==> src/hdl/ecc_pkg.sv <==
// widths, depth, credit count and the data-bit to hamming-position map for the ecc store
package ecc_pkg;

   localparam int DATA_W  = 32;               // data word
   localparam int HAM_W   = 6;                // hamming syndrome bits
   localparam int ECC_W   = HAM_W + 1;        // hamming bits plus overall parity
   localparam int CODE_W  = DATA_W + ECC_W;   // stored codeword, check bits on top
   localparam int DEPTH   = 16;
   localparam int ADDR_W  = 4;
   localparam int CREDITS = 4;                // response credits after reset
   localparam int CRED_W  = 3;

   // position (1..38) of data bit d in hamming order
   // powers of two hold the check bits, data fills the rest in ascending order
   function automatic int ham_pos(input int d);
      int pos;
      int cnt;
      pos = 0;
      cnt = 0;
      for (int p = 3; p < CODE_W; p++) begin
         if ((p & (p - 1)) != 0) begin       // skip check-bit slots
            if (cnt == d) pos = p;
            cnt++;
         end
      end
      return pos;
   endfunction

endpackage

==> src/hdl/ecc_decoder.sv <==
// ecc_decoder: syndrome, error classification, single-bit correction and response register
`timescale 1ns/1ps

module ecc_decoder (
   input  logic                       clk,
   input  logic                       rst_l,
   input  logic [ecc_pkg::CODE_W-1:0] word,
   input  logic                       word_valid,
   output logic                       rsp_valid,
   output logic [ecc_pkg::DATA_W-1:0] rsp_data,
   output logic                       rsp_single_err,
   output logic                       rsp_double_err
);

   logic [ecc_pkg::DATA_W-1:0] dat;
   logic [ecc_pkg::ECC_W-1:0]  chk;
   logic [ecc_pkg::CODE_W-1:0] pos_vec;     // word in hamming positional order
   logic [ecc_pkg::CODE_W-1:0] err_mask;
   logic [ecc_pkg::CODE_W-1:0] fixed_vec;
   logic [ecc_pkg::HAM_W-1:0]  syndrome;
   logic                       parity_err;
   logic                       single_err;
   logic                       double_err;
   logic [ecc_pkg::DATA_W-1:0] fixed_data;

   assign dat = word[ecc_pkg::DATA_W-1:0];
   assign chk = word[ecc_pkg::CODE_W-1:ecc_pkg::DATA_W];

   // index p-1 holds position p, the top bit holds overall parity
   always_comb begin
      pos_vec = '0;
      for (int k = 0; k < ecc_pkg::HAM_W; k++) begin
         pos_vec[(1 << k) - 1] = chk[k];
      end
      for (int d = 0; d < ecc_pkg::DATA_W; d++) begin
         pos_vec[ecc_pkg::ham_pos(d) - 1] = dat[d];
      end
      pos_vec[ecc_pkg::CODE_W-1] = chk[ecc_pkg::ECC_W-1];
   end

   // syndrome bit k: parity over all positions with bit k set, stored check bit included
   always_comb begin
      syndrome = '0;
      for (int p = 1; p < ecc_pkg::CODE_W; p++) begin
         for (int k = 0; k < ecc_pkg::HAM_W; k++) begin
            if (((p >> k) & 1) == 1) begin
               syndrome[k] = syndrome[k] ^ pos_vec[p - 1];
            end
         end
      end
   end

   assign parity_err = ^word;   // odd weight means an odd number of flips

   // odd count is taken as one flip, even count with nonzero syndrome as two
   assign single_err = parity_err;
   assign double_err = (syndrome != '0) & ~parity_err;

   // syndrome names the flipped position, zero when only the parity bit flipped
   always_comb begin
      for (int i = 0; i < ecc_pkg::CODE_W; i++) begin
         err_mask[i] = (int'(syndrome) == i + 1);
      end
   end

   assign fixed_vec = single_err ? (pos_vec ^ err_mask) : pos_vec;

   always_comb begin
      for (int d = 0; d < ecc_pkg::DATA_W; d++) begin
         fixed_data[d] = fixed_vec[ecc_pkg::ham_pos(d) - 1];
      end
   end

   // response stage, flags only ever set alongside rsp_valid
   always_ff @(posedge clk or negedge rst_l) begin
      if (!rst_l) begin
         rsp_valid      <= 1'b0;
         rsp_single_err <= 1'b0;
         rsp_double_err <= 1'b0;
      end else begin
         rsp_valid      <= word_valid;
         rsp_single_err <= word_valid & single_err;
         rsp_double_err <= word_valid & double_err;
      end
   end

   always_ff @(posedge clk) begin
      if (word_valid) begin
         rsp_data <= fixed_data;
      end
   end

endmodule

==> config.mk <==
export PLATFORM = sky130hd
export DESIGN_NAME = ecc_decoder
export DESIGN_NICKNAME = d
export VERILOG_FILES = /design/src/hdl/ecc_pkg.sv /design/src/hdl/ecc_decoder.sv
export SDC_FILE = /design/constraint.sdc
export NUM_CORES = 1
export LEC_CHECK = 0
export BUFFER_PORTS_ARGS = -buffer_cell sky130_fd_sc_hd__buf_2
export CAP_MARGIN = 25
export CORE_MARGIN = 2
export CORE_UTILIZATION = 37
export DETAILED_ROUTE_END_ITERATION = 10
export GPL_TIMING_DRIVEN = 1
export SYNTH_ARGS = -nofsm -noshare
export SYNTH_HDL_FRONTEND = slang
export SYNTH_SLANG_ARGS = --single-unit
==> constraint.sdc <==
create_clock -name clk -period 0.8 [get_ports clk]
set_input_delay 0.04 -clock clk [delete_from_list [all_inputs] [get_ports clk]]
set_output_delay 0.04 -clock clk [all_outputs]
set_load 0.02 [all_outputs]
# Word level (Yosys, flattened, before mapping)

Index checks and enable logic that the tools add are counted.
W data, S select, Z words.

Eq/ne operators: 38
Mux-type cells: 1
Bitwise operators: 95
Reductions and logical operators: 2

Operator list:

| operator             | count |
|---|---|
| $eq A6 B6 Y1 const B | 23 |
| $xor A1 B1 Y1        | 90 |
| $eq A6 B5 Y1 const B | 8 |
| $reduce_xor A39 Y1   | 1 |
| $mux W38             | 1 |
| $xor A38 B38 Y38     | 1 |
| $eq A6 B4 Y1 const B | 4 |
| $eq A6 B3 Y1 const B | 2 |
| $eq A6 B2 Y1 const B | 1 |
| $reduce_bool A6 Y1   | 1 |
| $and A1 B1 Y1        | 3 |
| $not A1 Y1           | 1 |

Register bits: 35
Output and inout port bits: 35
Word-level logic and storage cells: 140

# Logic depth before layout (Yosys ltp)

Depth after elaboration: 21
Depth in mapped cells: 8
Gate-level depth less buffers: 7

# Least setup slack after synthesis

No wires, ideal clock.

Path kind: input-to-reg
Start point: input word[4] (netlist bit)
End point: register rsp_data[26] (netlist bit), data pin
Data arrival time: 2289 ps
Data required time: 542 ps
Slack: -1747 ps
Cell stages on the path: 7
Buffers on the path: 0
Path through: xnor3_1 xnor2_1 xor2_1 xnor3_2 mux2i_2 or4b_1 xnor2_1

Word-level cells in the longest chain between the ends: 18

Ends and longest elaborated chain:

| item                         | line              | RTL |
|---|---|---|
| start, declared              | ecc_decoder.sv:7  | `input logic [ecc_pkg::CODE_W-1:0] word,` |
| $xor A1 B1 Y1 (15 in series) | ecc_decoder.sv:47 | `syndrome[k] = syndrome[k] ^ pos_vec[p - 1];` |
| $eq A6 B6 Y1                 | ecc_decoder.sv:62 | `err_mask[i] = (int'(syndrome) == i + 1);` |
| $xor A38 B38 Y38             | ecc_decoder.sv:66 | `assign fixed_vec = single_err ? (pos_vec ^ err_mask) : pos_vec;` |
| $mux W38 *                   | ecc_decoder.sv:66 |  |
| net fixed_data (one bit)     | ecc_decoder.sv:24 | `logic [ecc_pkg::DATA_W-1:0] fixed_data;` |
| end signal, assigned         | ecc_decoder.sv:89 | `rsp_data <= fixed_data;` |
| end, declared                | ecc_decoder.sv:10 | `output logic [ecc_pkg::DATA_W-1:0] rsp_data,` |

Mark *: on every way through the listed nets, which the timed path passes. The rest lies on a longest branch.
A chain may end at the register's enable or synchronous reset.

# Final worst setup path

Start point: input word[8] (netlist bit)
End point: register rsp_data[26] (netlist bit), data pin

Word-level cells in the longest chain between the ends: 17

Ends and longest elaborated chain:

| item                         | line |
|---|---|
| $xor A1 B1 Y1 (14 in series) | ecc_decoder.sv:47 |
| $eq A6 B6 Y1                 | ecc_decoder.sv:62 |
| $xor A38 B38 Y38             | ecc_decoder.sv:66 |
| $mux W38 *                   | ecc_decoder.sv:66 |
| net fixed_data (one bit)     | ecc_decoder.sv:24 |

Marked as above.

==> impl_metrics.py <==
metrics = {
    "synth": {
        "ys_seq_area_frac": 0.376,
        "synth_seq_cells": 35,
        "netlist_area_sq_um": 2760,
        "synth_warnings": 0,
        "synthesis.nets": 266,
        "avgSynthCellArea_sq_um": 12.3,
        "synthCells": 224,
        "synth_cell_types": 29,
    },
    "timing": {
        "final_hold_viol_count": 0,
        "max_slew_margin": 0.745,
        "setup_viol": 69,
        "grt_setup_unrepaired": "true",
        "fin_ws_ns": -1.56,
        "period_needed_ns": 2.36,
        "holdWs_ns": 0.0827,
        "fin_crit_sh": 2.95,
        "max_freq_mhz": 424,
        "slew_viol_final": 0,
        "tns_ns": -49.16,
        "worstMarginPinSlew_ns": 0.380,
    },
    "floorplanning": {
        "core.rowCount": 31,
        "die_w_microns": 90.3,
        "core_area_sq_um": 7250,
        "die_area_sq_um": 8160,
        "initial_core_util": 0.380,
        "die_height_microns": 90.3,
        "ioPinCount": 77,
    },
    "place": {
        "io_buffers": 76,
        "pre_cts_ws_ns": -1.93,
        "place_congestion": 0.849,
        "place_hpwl_mm": 5.96,
        "dp_cells": 474,
    },
    "global_route": {
        "grt_use_total": 0.207,
        "grt_pass1_vias": 2497,
        "antenna_found_initial": 0,
        "grt.overflow.total": 0,
        "grt_start_max_net_pins": 22,
        "grt_pass1_wl_mm": 13.1,
    },
    "cells_and_area": {
        "multi_input_area_sq_um": 2520,
        "layoutNonFillerInstCount": 500,
        "regArea_sq_um": 1040,
        "nFillCells": 439,
        "antennaDiodeCount": 0,
        "area_growth_syn_to_layout_pct": 90.6,
        "fin_nets": 442,
        "drive_above_1_share": 0.696,
    },
    "clock_tree": {
        "cts_tree": "done",
        "cts.path.max_buffers": 2,
        "cts.sinks": 35,
        "htreeDepth": 2,
        "cts_buffers": 5,
        "cts-root-buf": "clkbuf_8",
        "clkTransAtPathRegs_ns": 0.07,
    },
    "worst_setup_path": {
        "setup.worst_path.start_class": "primary input",
        "path_max_fanout": 2,
        "critical_path_class": "in -> reg",
        "end_kind": "register",
        "required_ns": 0.84,
        "cp.arrival_ns": 2.40,
    },
    "route": {
        "num_vias": 2486,
        "drcViolationCount": 0,
        "first_pass_iters": 5,
        "wl_per_cell_microns": 18.0,
        "wl_met3_microns": 326,
        "routed_wl_mm": 8.99,
        "drtAntennaViolNets": 0,
        "initialDrtViolationCount": 149,
        "viasPerCell": 4.97,
        "wl_met2_mm": 4.55,
        "maxUsedRoutingLayer": "met4",
        "m1WireLength_mm": 3.90,
    },
    "power": {
        "clock_power_share": 0.070,
        "p_per_area_nw_per_um2": 3440,
        "internal-power_mw": 10.1,
        "p_comb_frac": 0.797,
        "swShare": 0.441,
        "ir_drop_mv": 1.65,
        "power_frac_seq": 0.133,
        "leakage_nw": 2.27,
        "switchingPower_mw": 7.97,
    },
    "outcome": {
        "status": "finished with violations",
        "violations": "setup timing",
    },
    "min_path": {
        "hold_path.class": "in -> async",
    },
    "flow_run": {
        "max-cap-violations": 0,
    },
}
## Yosys cell counts
cell,n,share of area
a21oi_1,6,0.011
and2_1,1,0.0023
buf_1,1,0.0014
buf_2,2,0.0036
clkbuf_1,3,0.0041
dfrtp_1,3,0.027
edfxtp_1,32,0.35
mux2_2,6,0.024
mux2i_1,9,0.033
mux2i_2,1,0.0050
nand2_1,3,0.0041
nand3_1,6,0.011
nand3b_1,2,0.0054
nand4_1,8,0.018
nor2_1,9,0.012
nor3_1,7,0.013
nor3b_1,8,0.022
nor4_1,11,0.025
o21ai_0,8,0.015
o21bai_1,1,0.0027
o41ai_1,1,0.0032
or4b_1,1,0.0036
xnor2_1,41,0.13
xnor2_2,2,0.012
xnor3_1,17,0.14
xnor3_2,1,0.0086
xor2_1,32,0.10
xor2_2,1,0.0059
xor3_1,1,0.0086
## through the flow
stage,power (mW),util,instance area (sq um)
after floorplan,7.31,-,2850
after global placement,10.6,0.549,3980
after detailed placement,10.7,0.549,3980
after CTS,15.4,0.663,4810
after global routing,18.8,0.725,5260
final,18.1,0.725,5260
## power by group through the flow
stage / registers, mW / clock network (mW) / logic, mW
global placement: 2.40 / 0 / 8.23
detailed placement: 2.41 / 0 / 8.28
CTS: 2.38 / 1.29 / 11.8
global route: 2.43 / 1.36 / 15.0
finish: 2.41 / 1.27 / 14.4
floorplan: 2.75 / 0 / 4.56
## area by class of cell
| type | instances | share of cell area |
|---|---|---|
| Clock buffer | 7 | 0.0145 |
| Tap cell | 99 | 0.0236 |
| Clock inverter | 1 | 0.000952 |
| Timing Repair Buffer | 175 | 0.285 |
| Multi-Input combinational cell | 183 | 0.479 |
| Sequential cell | 35 | 0.197 |
## worst max-delay path, cell delays in order
cell and delay [ns]:
buf_6 0.10, xnor3_1 0.41, xor2_2 0.26, xor2_2 0.21, xnor3_2 0.50, mux2i_4 0.22
or4b_4 0.51, xnor2_2 0.15
## final timing paths
kind	from	endpoint	slack (ns)	cells after the start
hold / removal	rst_l	rsp_single_err	0.08	2
min in group clk	word_valid	rsp_valid	0.11	2
max in group asynchronous	rst_l	rsp_valid	0.61	2
setup / recovery	word[8]	rsp_data[26]	-1.56	8
## kinds of logic (layout without fill, tap and decap cells)
kind of cell | Yosys count | count (layout) | share of synthesized area
AO/OA/AOI/OAI | 16 | 16 | 0.0313
flip-flops | 35 | 35 | 0.376
XOR/XNOR | 95 | 95 | 0.406
AND/OR/NAND/NOR | 56 | 56 | 0.116
multiplexers | 16 | 16 | 0.0622
buffers and inverters | 6 | 183 | 0.00907
## metal layers
layer,vias up,GRT usage
met4,0,0.0551
met2,71,0.349
met5,-,0
li1,1175,-
met3,17,0.0242
met1,1223,0.286
## layout by cell type (no fill, tap or decap), drive strengths merged
cell type	Yosys	routed
o41ai	1	1
mux2	6	6
xor2	33	33
o21ai	8	8
buf	3	173
mux2i	10	10
nand3	6	6
and2	1	1
nand3b	2	2
a21oi	6	6
nand2	3	3
nor3b	8	8
xor3	1	1
nand4	8	8
nor2	9	9
clkbuf	3	8
dlygate4sd3	0	1
xnor3	18	18
or4b	1	1
clkinv	0	1
dfrtp	3	3
nor4	11	11
o21bai	1	1
nor3	7	7
xnor2	43	43
edfxtp	32	32
## flip-flops by register name, summed over array words and instances (netlist names)
signal / cells
rsp_data: 32
rsp_single_err: 1
rsp_double_err: 1
rsp_valid: 1
## repair_timing
action                                 CTS  global route
hold buffers                             1             0
resized for setup                      132            77
pin swaps                               26            34
buffers inserted                        11             6
cloned                                   1             1
endpoints found under the hold margin    3             0
setup endpoints to repair               69            69
Power figures use the tool's default switching activity.
