<file path="config.mk">
export PLATFORM = sky130hd
export DESIGN_NAME = rsp_credit_ctrl
export DESIGN_NICKNAME = d
export VERILOG_FILES = /design/src/hdl/ecc_pkg.sv /design/src/hdl/rsp_credit_ctrl.sv
export SDC_FILE = /design/constraint.sdc
export NUM_CORES = 1
export LEC_CHECK = 0
export BUFFER_PORTS_ARGS = -buffer_cell sky130_fd_sc_hd__buf_2
export CORE_AREA = 5 5 42 44
export CTS_CLUSTER_DIAMETER = 200
export DETAILED_ROUTE_END_ITERATION = 7
export DIE_AREA = 0 0 47 49
export HOLD_SLACK_MARGIN = 0.03
export SETUP_SLACK_MARGIN = 0.05
export SYNTH_ARGS = -nofsm -noshare
export SYNTH_HDL_FRONTEND = slang
export SYNTH_SLANG_ARGS = --single-unit
</file>
<file path="constraint.sdc">
create_clock -name clk -period 1.9 [get_ports clk]
set_clock_uncertainty 0.1 [all_clocks]
set_input_delay 0.38 -clock clk [delete_from_list [all_inputs] [get_ports clk]]
set_output_delay 0.38 -clock clk [all_outputs]
set_load 0.005 [all_outputs]
</file>
<file path="src/hdl/ecc_pkg.sv">
// widths, depth, credit count and the data-bit to hamming-position map for the ecc store
package ecc_pkg;

   localparam int DATA_W  = 32;               // data word
   localparam int HAM_W   = 6;                // hamming syndrome bits
   localparam int ECC_W   = HAM_W + 1;        // hamming bits plus overall parity
   localparam int CODE_W  = DATA_W + ECC_W;   // stored codeword, check bits on top
   localparam int DEPTH   = 16;
   localparam int ADDR_W  = 4;
   localparam int CREDITS = 4;                // response credits after reset
   localparam int CRED_W  = 3;

   // position (1..38) of data bit d in hamming order
   // powers of two hold the check bits, data fills the rest in ascending order
   function automatic int ham_pos(input int d);
      int pos;
      int cnt;
      pos = 0;
      cnt = 0;
      for (int p = 3; p < CODE_W; p++) begin
         if ((p & (p - 1)) != 0) begin       // skip check-bit slots
            if (cnt == d) pos = p;
            cnt++;
         end
      end
      return pos;
   endfunction

endpackage

</file>
<file path="src/hdl/rsp_credit_ctrl.sv">
// rsp_credit_ctrl: response credit counter and read accept gating
`timescale 1ns/1ps

module rsp_credit_ctrl (
   input  logic clk,
   input  logic rst_l,
   input  logic rd_valid,
   input  logic credit_return,
   output logic rd_ready,
   output logic rd_accept
);

   logic [ecc_pkg::CRED_W-1:0] credits;   // responses the consumer can still take

   // ready straight from the registered count
   assign rd_ready  = (credits != '0);
   assign rd_accept = rd_valid & rd_ready;

   // consumer never returns more than it holds, so no overflow guard
   always_ff @(posedge clk or negedge rst_l) begin
      if (!rst_l) begin
         credits <= ecc_pkg::CRED_W'(ecc_pkg::CREDITS);
      end else begin
         case ({rd_accept, credit_return})
            2'b10:   credits <= credits - 1'b1;   // spent on a read
            2'b01:   credits <= credits + 1'b1;   // handed back
            default: credits <= credits;          // none, or both cancel
         endcase
      end
   end

endmodule

</file>
Word-level counts from Yosys, hierarchy flattened

Cells that the tools add are included.

Add/subtract/negate cells: 2
Equal/unequal tests: 2
Mux-type cells: 1
Bitwise gates (word level): 1
Reduce and logical (&&, ||, !) cells: 2

Operators with widths:

| cell                  | count |
|---|---|
| $pmux W3 S2           | 1 |
| $add A3 B1 Y3 const B | 1 |
| $reduce_bool A3 Y1    | 1 |
| $sub A3 B1 Y3 const B | 1 |
| $eq A2 B1 Y1 const B  | 1 |
| $eq A2 B2 Y1 const B  | 1 |
| $reduce_bool A2 Y1    | 1 |
| $and A1 B1 Y1         | 1 |

Flip-flop bits (word level): 3
Bits of input ports: 4
Output and inout port bits: 2
Logic and storage cells: 9

Depth between registers and ports, before layout

Gate-level depths: netlist (run 1).

Word-level depth: 4
Depth in mapped cells: 8
Gate-level depth less buffers: 8

Worst setup path after synthesis (run 1)

Ideal clock, no wire load.

Path kind: flip-flop to flip-flop
Start: reg credits[0] in the netlist's numbering
End: reg credits[2] in the netlist's numbering
Library setup time: 75 ps
Arrival: 1835 ps
Required time: 1725 ps
Setup slack: -110 ps
Stages on the path, launching flop included: 9
Path buffers: 0
Cell sequence: dfrtp_1 -> or3_4 -> nand2_2 -> ha_1 -> inv_1 -> fa_1 -> xor2_1 -> nor2_1 -> xor2_1

Word-level cells in the longest chain between the ends: 4
Elaborated cells between the ends (all ways): 8

RTL lines:

| item                                              | line                  | source |
|---|---|---|
| from (decl)                                       | rsp_credit_ctrl.sv:13 | `logic [ecc_pkg::CRED_W-1:0] credits;` |
| from (signal assigned)                            | rsp_credit_ctrl.sv:22 | `credits <= ecc_pkg::CRED_W'(ecc_pkg::CREDITS);` |
| from (signal assigned)                            | rsp_credit_ctrl.sv:25 | `2'b10: credits <= credits - 1'b1;` |
| from (signal assigned)                            | rsp_credit_ctrl.sv:26 | `2'b01: credits <= credits + 1'b1;` |
| $reduce_bool A3 Y1 *                              | rsp_credit_ctrl.sv:16 | `assign rd_ready = (credits != '0);` |
| via rd_ready                                      | rsp_credit_ctrl.sv:9  | `output logic rd_ready,` |
| $and A1 B1 Y1 *                                   | rsp_credit_ctrl.sv:17 | `assign rd_accept = rd_valid & rd_ready;` |
| $eq A2 B1 Y1 or $eq A2 B2 Y1 (tied branches)      | rsp_credit_ctrl.sv:24 | `case ({rd_accept, credit_return})` |
| $pmux W3 S2 or $reduce_bool A2 Y1 (tied branches) | n/a                   |  |

The timed path passes the listed nets; every way through them passes the cells marked *.
A chain may end at the register's enable or synchronous reset.

Worst setup path after layout (run 1)

Start: reg credits[0] in the netlist's numbering
End: reg credits[2] in the netlist's numbering

Word-level cells in the longest chain between the ends: 4
Elaborated cells between the ends (all ways): 8

RTL lines:

| item                                              | line |
|---|---|
| $reduce_bool A3 Y1                                | rsp_credit_ctrl.sv:16 |
| $and A1 B1 Y1                                     | rsp_credit_ctrl.sv:17 |
| $eq A2 B1 Y1 or $eq A2 B2 Y1 (tied branches)      | rsp_credit_ctrl.sv:24 |
| $pmux W3 S2 or $reduce_bool A2 Y1 (tied branches) | n/a |

Several ways; a longest one is shown, not always the timed one.

==> results of run 1 <==
cell type report:
class	instances	area, µm²	share of cell area
repair buffers	13	87.6	0.263
flip-flops and latches	3	76.3	0.229
clock buffers	4	26.3	0.0789
inverters	2	7.51	0.0226
well taps	16	20.0	0.0602
multi-input cells	9	115	0.346
cell usage in the layout, fill, tap and decap left out:
master,n
buf_2,5
buf_4,7
clkbuf_1,1
clkbuf_4,3
dfrtp_1,2
dfstp_2,1
dlygate4sd3_1,1
fa_2,1
ha_4,1
inv_2,2
mux2_4,1
nand2_4,1
nor2_1,1
or3_4,1
xnor2_1,1
xor2_1,2
power by group:
group / internal, W / switching, W
logic: 0.000181 / 0.000109
clock network: 0.0000787 / 0.0000326
registers: 0.000108 / 0.0000181
total: 0.000368 / 0.000160
cells by family after synthesis:
family | Yosys count | share of synthesized area
DFF | 3 | 0.436
and+or+nand+nor | 3 | 0.121
xor gates and xnor gates | 3 | 0.150
buffers and inverters | 2 | 0.0428
adders and majority gates | 2 | 0.186
muxes | 1 | 0.0643
stage by stage:
stage	std cells	hold WS (ps)
4_1_cts	46	364
3_5_place_dp	39	82.2
6_report	47	371
2_1_floorplan	14	-15.6
3_3_place_gp	39	78.6
5_1_grt	47	377
worst max path at each step:
| stage | from | end | slack (ps) | cells past startpoint |
|---|---|---|---|---|
| after CTS | credits[0]$_DFFE_PN0P_ | credits[2]$_DFFE_PN1P_ | -30 | 8 |
| after detailed placement | credits[0]$_DFFE_PN0P_ | credits[2]$_DFFE_PN1P_ | -30 | 8 |
| final | credits[0]$_DFFE_PN0P_ | credits[2]$_DFFE_PN1P_ | -30 | 8 |
| after floorplan | credits[0]$_DFFE_PN0P_ | credits[2]$_DFFE_PN1P_ | -40 | 8 |
| after global routing | credits[0]$_DFFE_PN0P_ | credits[2]$_DFFE_PN1P_ | -110 | 8 |
| after global placement | credits[0]$_DFFE_PN0P_ | credits[2]$_DFFE_PN1P_ | -20 | 8 |
metal layers:
metal  wire length [µm]  vias to the layer above  GRT usage
met2                188                       10     0.0498
met3                 80                        0     0.0369
met5                  0                        -          0
met4                  0                        0     0.0415
li1                   -                       77          -
met1                176                       69     0.0621
repair_timing:
| action | 4_1_cts | 5_1_grt |
|---|---|---|
| pin swaps | 4 | 0 |
| buffers inserted | 2 | 1 |
| hold endpoints to repair | 3 | 0 |
| hold buffers | 1 | 0 |
| setup endpoints to repair | 2 | 3 |
synth_stat cells (all sizes together):
cell | instances | area share
dfrtp | 2 | 0.29
dfstp | 1 | 0.15
fa | 1 | 0.11
ha | 1 | 0.071
inv | 2 | 0.043
mux2 | 1 | 0.064
nand2 | 1 | 0.036
nor2 | 1 | 0.021
or3 | 1 | 0.064
xnor2 | 1 | 0.050
xor2 | 2 | 0.10
worst register-to-register path: stages (launching register included):
cell,delay (ps)
dfrtp_1,370
or3_4,390
nand2_4,90
ha_4,130
inv_2,30
fa_2,320
xor2_1,150
nor2_1,120
xor2_1,150
==> impl_metrics.tcl, run 1 <==
set metrics [dict create \
    status "finished, violations left" \
    violations "setup timing" \
    antenna_cells 0 \
    dieArea_mm2 0.00230 \
    yosysUniqueCellTypes 12 \
    grt.overflow.total 0 \
    min_period_over_period 1.02 \
    fillCellCount 160 \
    grt_pass1_wl_um 690 \
    drc_errors 0 \
    cts_buffers 3 \
    dp_slack_ps -32.5 \
    synthToLayoutAreaGrowth_pct 90.0 \
    path_common_cell "xor2_1" \
    vdd_drop_max_mv 0.384 \
    drt-initial-drc-count 2 \
    top_register "credits" \
    r2r_slack_ps -30 \
    p_leak_nw 0.157 \
    r2r_end "credits[2]$_DFFE_PN1P_" \
    fin_nets 38 \
    finalPower_w 0.000527 \
    setup_viol 1 \
    relSlewSlack 0.906 \
    via_count 156 \
    rsz0062_at_grt "yes" \
    post-dp-hpwl_um 349 \
    r2r_cells 8 \
    grt_usage 0.0487 \
    largest_reg_flops 3 \
    cts_sinks 3 \
    place_congestion 0.710 \
    die_h_um 49 \
    dr.pass1.iters 4 \
    wl_per_cell_um 9.47 \
    clk_latency_ps 230 \
    yosys_warnings 0 \
    htreeDepth 1 \
    r2r-start "credits[0]$_DFFE_PN0P_" \
    cp_cell_sequence "or3_4 > nand2_4 > ha_4 > inv_2 > fa_2 > xor2_1 > nor2_1 > xor2_1" \
    max_stage_delay_ps 390 \
    ios 6 \
    min_period_ps 1930 \
    netlist_instances 14 \
    start_util 0.125 \
    power.density_mw_per_mm2 1580 \
    placementRows 14 \
    viasPerCell 3.32 \
    fmax_ghz 0.518 \
    tritoncts "yes" \
    ys_ff_latch 3 \
    core-area_mm2 0.00140 \
    cts.clk_slew.worst_paths_ps 40 \
    path_class "register to register" \
    grt_pass1_vias 159 \
    syn_nets 20 \
    netlist_area_um2 175 \
    largestRegisters "credits: 3 flops" \
    synth_area_per_cell_um2 12.5 \
    worstPathArrival_ps 1990 \
    ys_seq_area_frac 0.436 \
    die_w_um 47 \
    drive_gt1_frac 0.742 \
    ctsRootBufferMaster "clkbuf_4" \
    antenna_found_initial 0 \
    final_max_slew_viol_count 0 \
    worstSetupEndpointType "register" \
    cts_buffer_depth 2 \
    crit_fanout 2 \
    worstSetupStartpointType "register" \
    timing.final.hold_violations 0 \
    port_buffers 5 \
    layout_setup_ws_ps -30.2 \
    grt_max_degree 4 \
    cpLargestDelayFamily "simple AND/OR/NAND/NOR gates" \
    tns_ps -30.2 \
    tightest_slew_ps 140 \
    post-route-util 0.238 \
    hold_path.class "primary input to async pin" \
    totalWireLength_um 445 \
    cpMaxStageDelayCell "or3_4" \
    fin_area_um2 333 \
    cp.required_ps 1960 \
    drtAntennaViolNets 0 \
    cts_resized 0 \
    place_area_um2 274 \
    maxCapViolations 0 \
    path_buf_inv 1 \
]
Note: power is estimated with default switching activity, not from simulation.
==> inputs of run 2 (changes only) <==
--- a/config.mk
+++ b/config.mk
@@ -7,6 +7,7 @@
 export LEC_CHECK = 0
 export BUFFER_PORTS_ARGS = -buffer_cell sky130_fd_sc_hd__buf_2
 export CORE_AREA = 5 5 42 44
+export CTS_BUF_LIST = sky130_fd_sc_hd__clkbuf_8
 export CTS_CLUSTER_DIAMETER = 200
 export DETAILED_ROUTE_END_ITERATION = 7
 export DIE_AREA = 0 0 47 49
==> impl_metrics.tcl, run 2 (synthesis results as in run 1) <==
set metrics [dict create \
    ctsRootBufferMaster "clkbuf_8" \
    crit_fanout 2 \
    via_count 151 \
    ios 6 \
    grt_pass1_wl_um 703 \
    min_period_ps 1920 \
    die_w_um 47 \
    cts.clk_slew.worst_paths_ps 30 \
    antenna_found_initial 0 \
    dr.pass1.iters 3 \
    tightest_slew_ps 140 \
    cts_sinks 3 \
    dp_slack_ps -32.5 \
    drc_errors 0 \
    cp_cell_sequence "or3_4 > nand2_4 > ha_4 > inv_2 > fa_2 > xor2_1 > nor2_1 > xor2_1" \
    top_register "credits" \
    setup_viol 1 \
    hold_path.class "primary input to async pin" \
    fin_nets 38 \
    path_class "register to register" \
    drtAntennaViolNets 0 \
    worstPathArrival_ps 1960 \
    maxCapViolations 0 \
    fillCellCount 158 \
    port_buffers 5 \
    antenna_cells 0 \
    relSlewSlack 0.906 \
    layout_setup_ws_ps -20.5 \
    final_cell_mix "buf_4, buf_2, clkbuf_8" \
    die_h_um 49 \
    viasPerCell 3.21 \
    timing.final.hold_violations 0 \
    status "finished, violations left" \
    wl_per_cell_um 9.72 \
    vdd_drop_max_mv 0.407 \
    grt_max_degree 4 \
    violations "setup timing" \
    cts_buffer_depth 2 \
    worstSetupEndpointType "register" \
    final_common_cell "buf_4" \
    max_stage_delay_ps 390 \
    largestRegisters "credits: 3 flops" \
    tritoncts "yes" \
    placementRows 14 \
    power.density_mw_per_mm2 1690 \
    path_common_cell "xor2_1" \
    cpMaxStageDelayCell "or3_4" \
    rsz0062_at_grt "yes" \
    post-dp-hpwl_um 349 \
    worstSetupStartpointType "register" \
    fmax_ghz 0.521 \
    largest_reg_flops 3 \
    cp.required_ps 1940 \
    final_max_slew_viol_count 0 \
    start_util 0.125 \
    grt_usage 0.0508 \
    clk_latency_ps 220 \
    drive_gt1_frac 0.742 \
    place_congestion 0.710 \
    cpLargestDelayFamily "simple AND/OR/NAND/NOR gates" \
    dieArea_mm2 0.00230 \
    path_buf_inv 1 \
    min_period_over_period 1.01 \
    totalWireLength_um 457 \
    core-area_mm2 0.00140 \
    worst_hold_slack_ps 389 \
    drt-initial-drc-count 3 \
    grt_pass1_vias 160 \
    p_leak_nw 0.169 \
    synthToLayoutAreaGrowth_pct 101 \
    htreeDepth 1 \
    cts_buffers 3 \
    grt.overflow.total 0 \
]
==> run 2: worst paths after layout <==
path	start	to	slack, ps	depth (start not counted)
worst min register to register	credits[1]$_DFFE_PN0P_	credits[1]$_DFFE_PN0P_	530	2
worst min-delay path	rst_l	credits[0]$_DFFE_PN0P_	390	2
worst max register to register	credits[0]$_DFFE_PN0P_	credits[2]$_DFFE_PN1P_	-20	8
worst max-delay path	credits[0]$_DFFE_PN0P_	credits[2]$_DFFE_PN1P_	-20	8
min in group clk	credit_return	credits[0]$_DFFE_PN0P_	430	3
max in group asynchronous	rst_l	credits[2]$_DFFE_PN1P_	1110	2
==> run 2: layout make-up <==
class	instances	area, µm²	area share
clock inverters	1	3.75	0.0107
inverters	2	7.51	0.0214
flip-flops and latches	3	76.3	0.217
repair buffers	13	87.6	0.249
well taps	16	20.0	0.0569
clock buffers	3	41.3	0.117
multi-input cells	9	115	0.327
==> run 2: where the power goes <==
part | internal [W] | switching (W) | total (W)
Clock | 0.000138 | 0.0000424 | 0.000180
Sequential | 0.000109 | 0.0000185 | 0.000127
Combinational | 0.000181 | 0.000108 | 0.000289
Total | 0.000427 | 0.000169 | 0.000596
==> run 2: per-stage QoR <==
step | std cells | power, W | util | TNS (ps) | instance area [µm²]
after floorplan | 14 | 0.000288 | - | -77.0 | 199
after global placement | 39 | 0.000369 | 0.196 | -18.3 | 274
after detailed placement | 39 | 0.000379 | 0.196 | -32.5 | 274
after CTS | 46 | 0.000589 | 0.246 | -22.4 | 344
after global routing | 47 | 0.000634 | 0.251 | -150 | 352
final | 47 | 0.000596 | 0.251 | -20.5 | 352
==> run 2: routing by layer <==
metal,part of all wire,routed length [µm],GRT usage,up-vias
li1,-,-,-,77
met4,0,0,0.0415,0
met1,0.44,202,0.0621,68
met3,0.14,64,0.0480,0
met5,0,0,0,-
met2,0.42,190,0.0498,6
==> run 2: repair_timing <==
item	4_1_cts	5_1_grt
pin swaps	4	0
resized for setup	0	0
buffers inserted	2	1
setup endpoints to repair	2	3
endpoints found under the hold margin	2	0
hold buffers	1	0
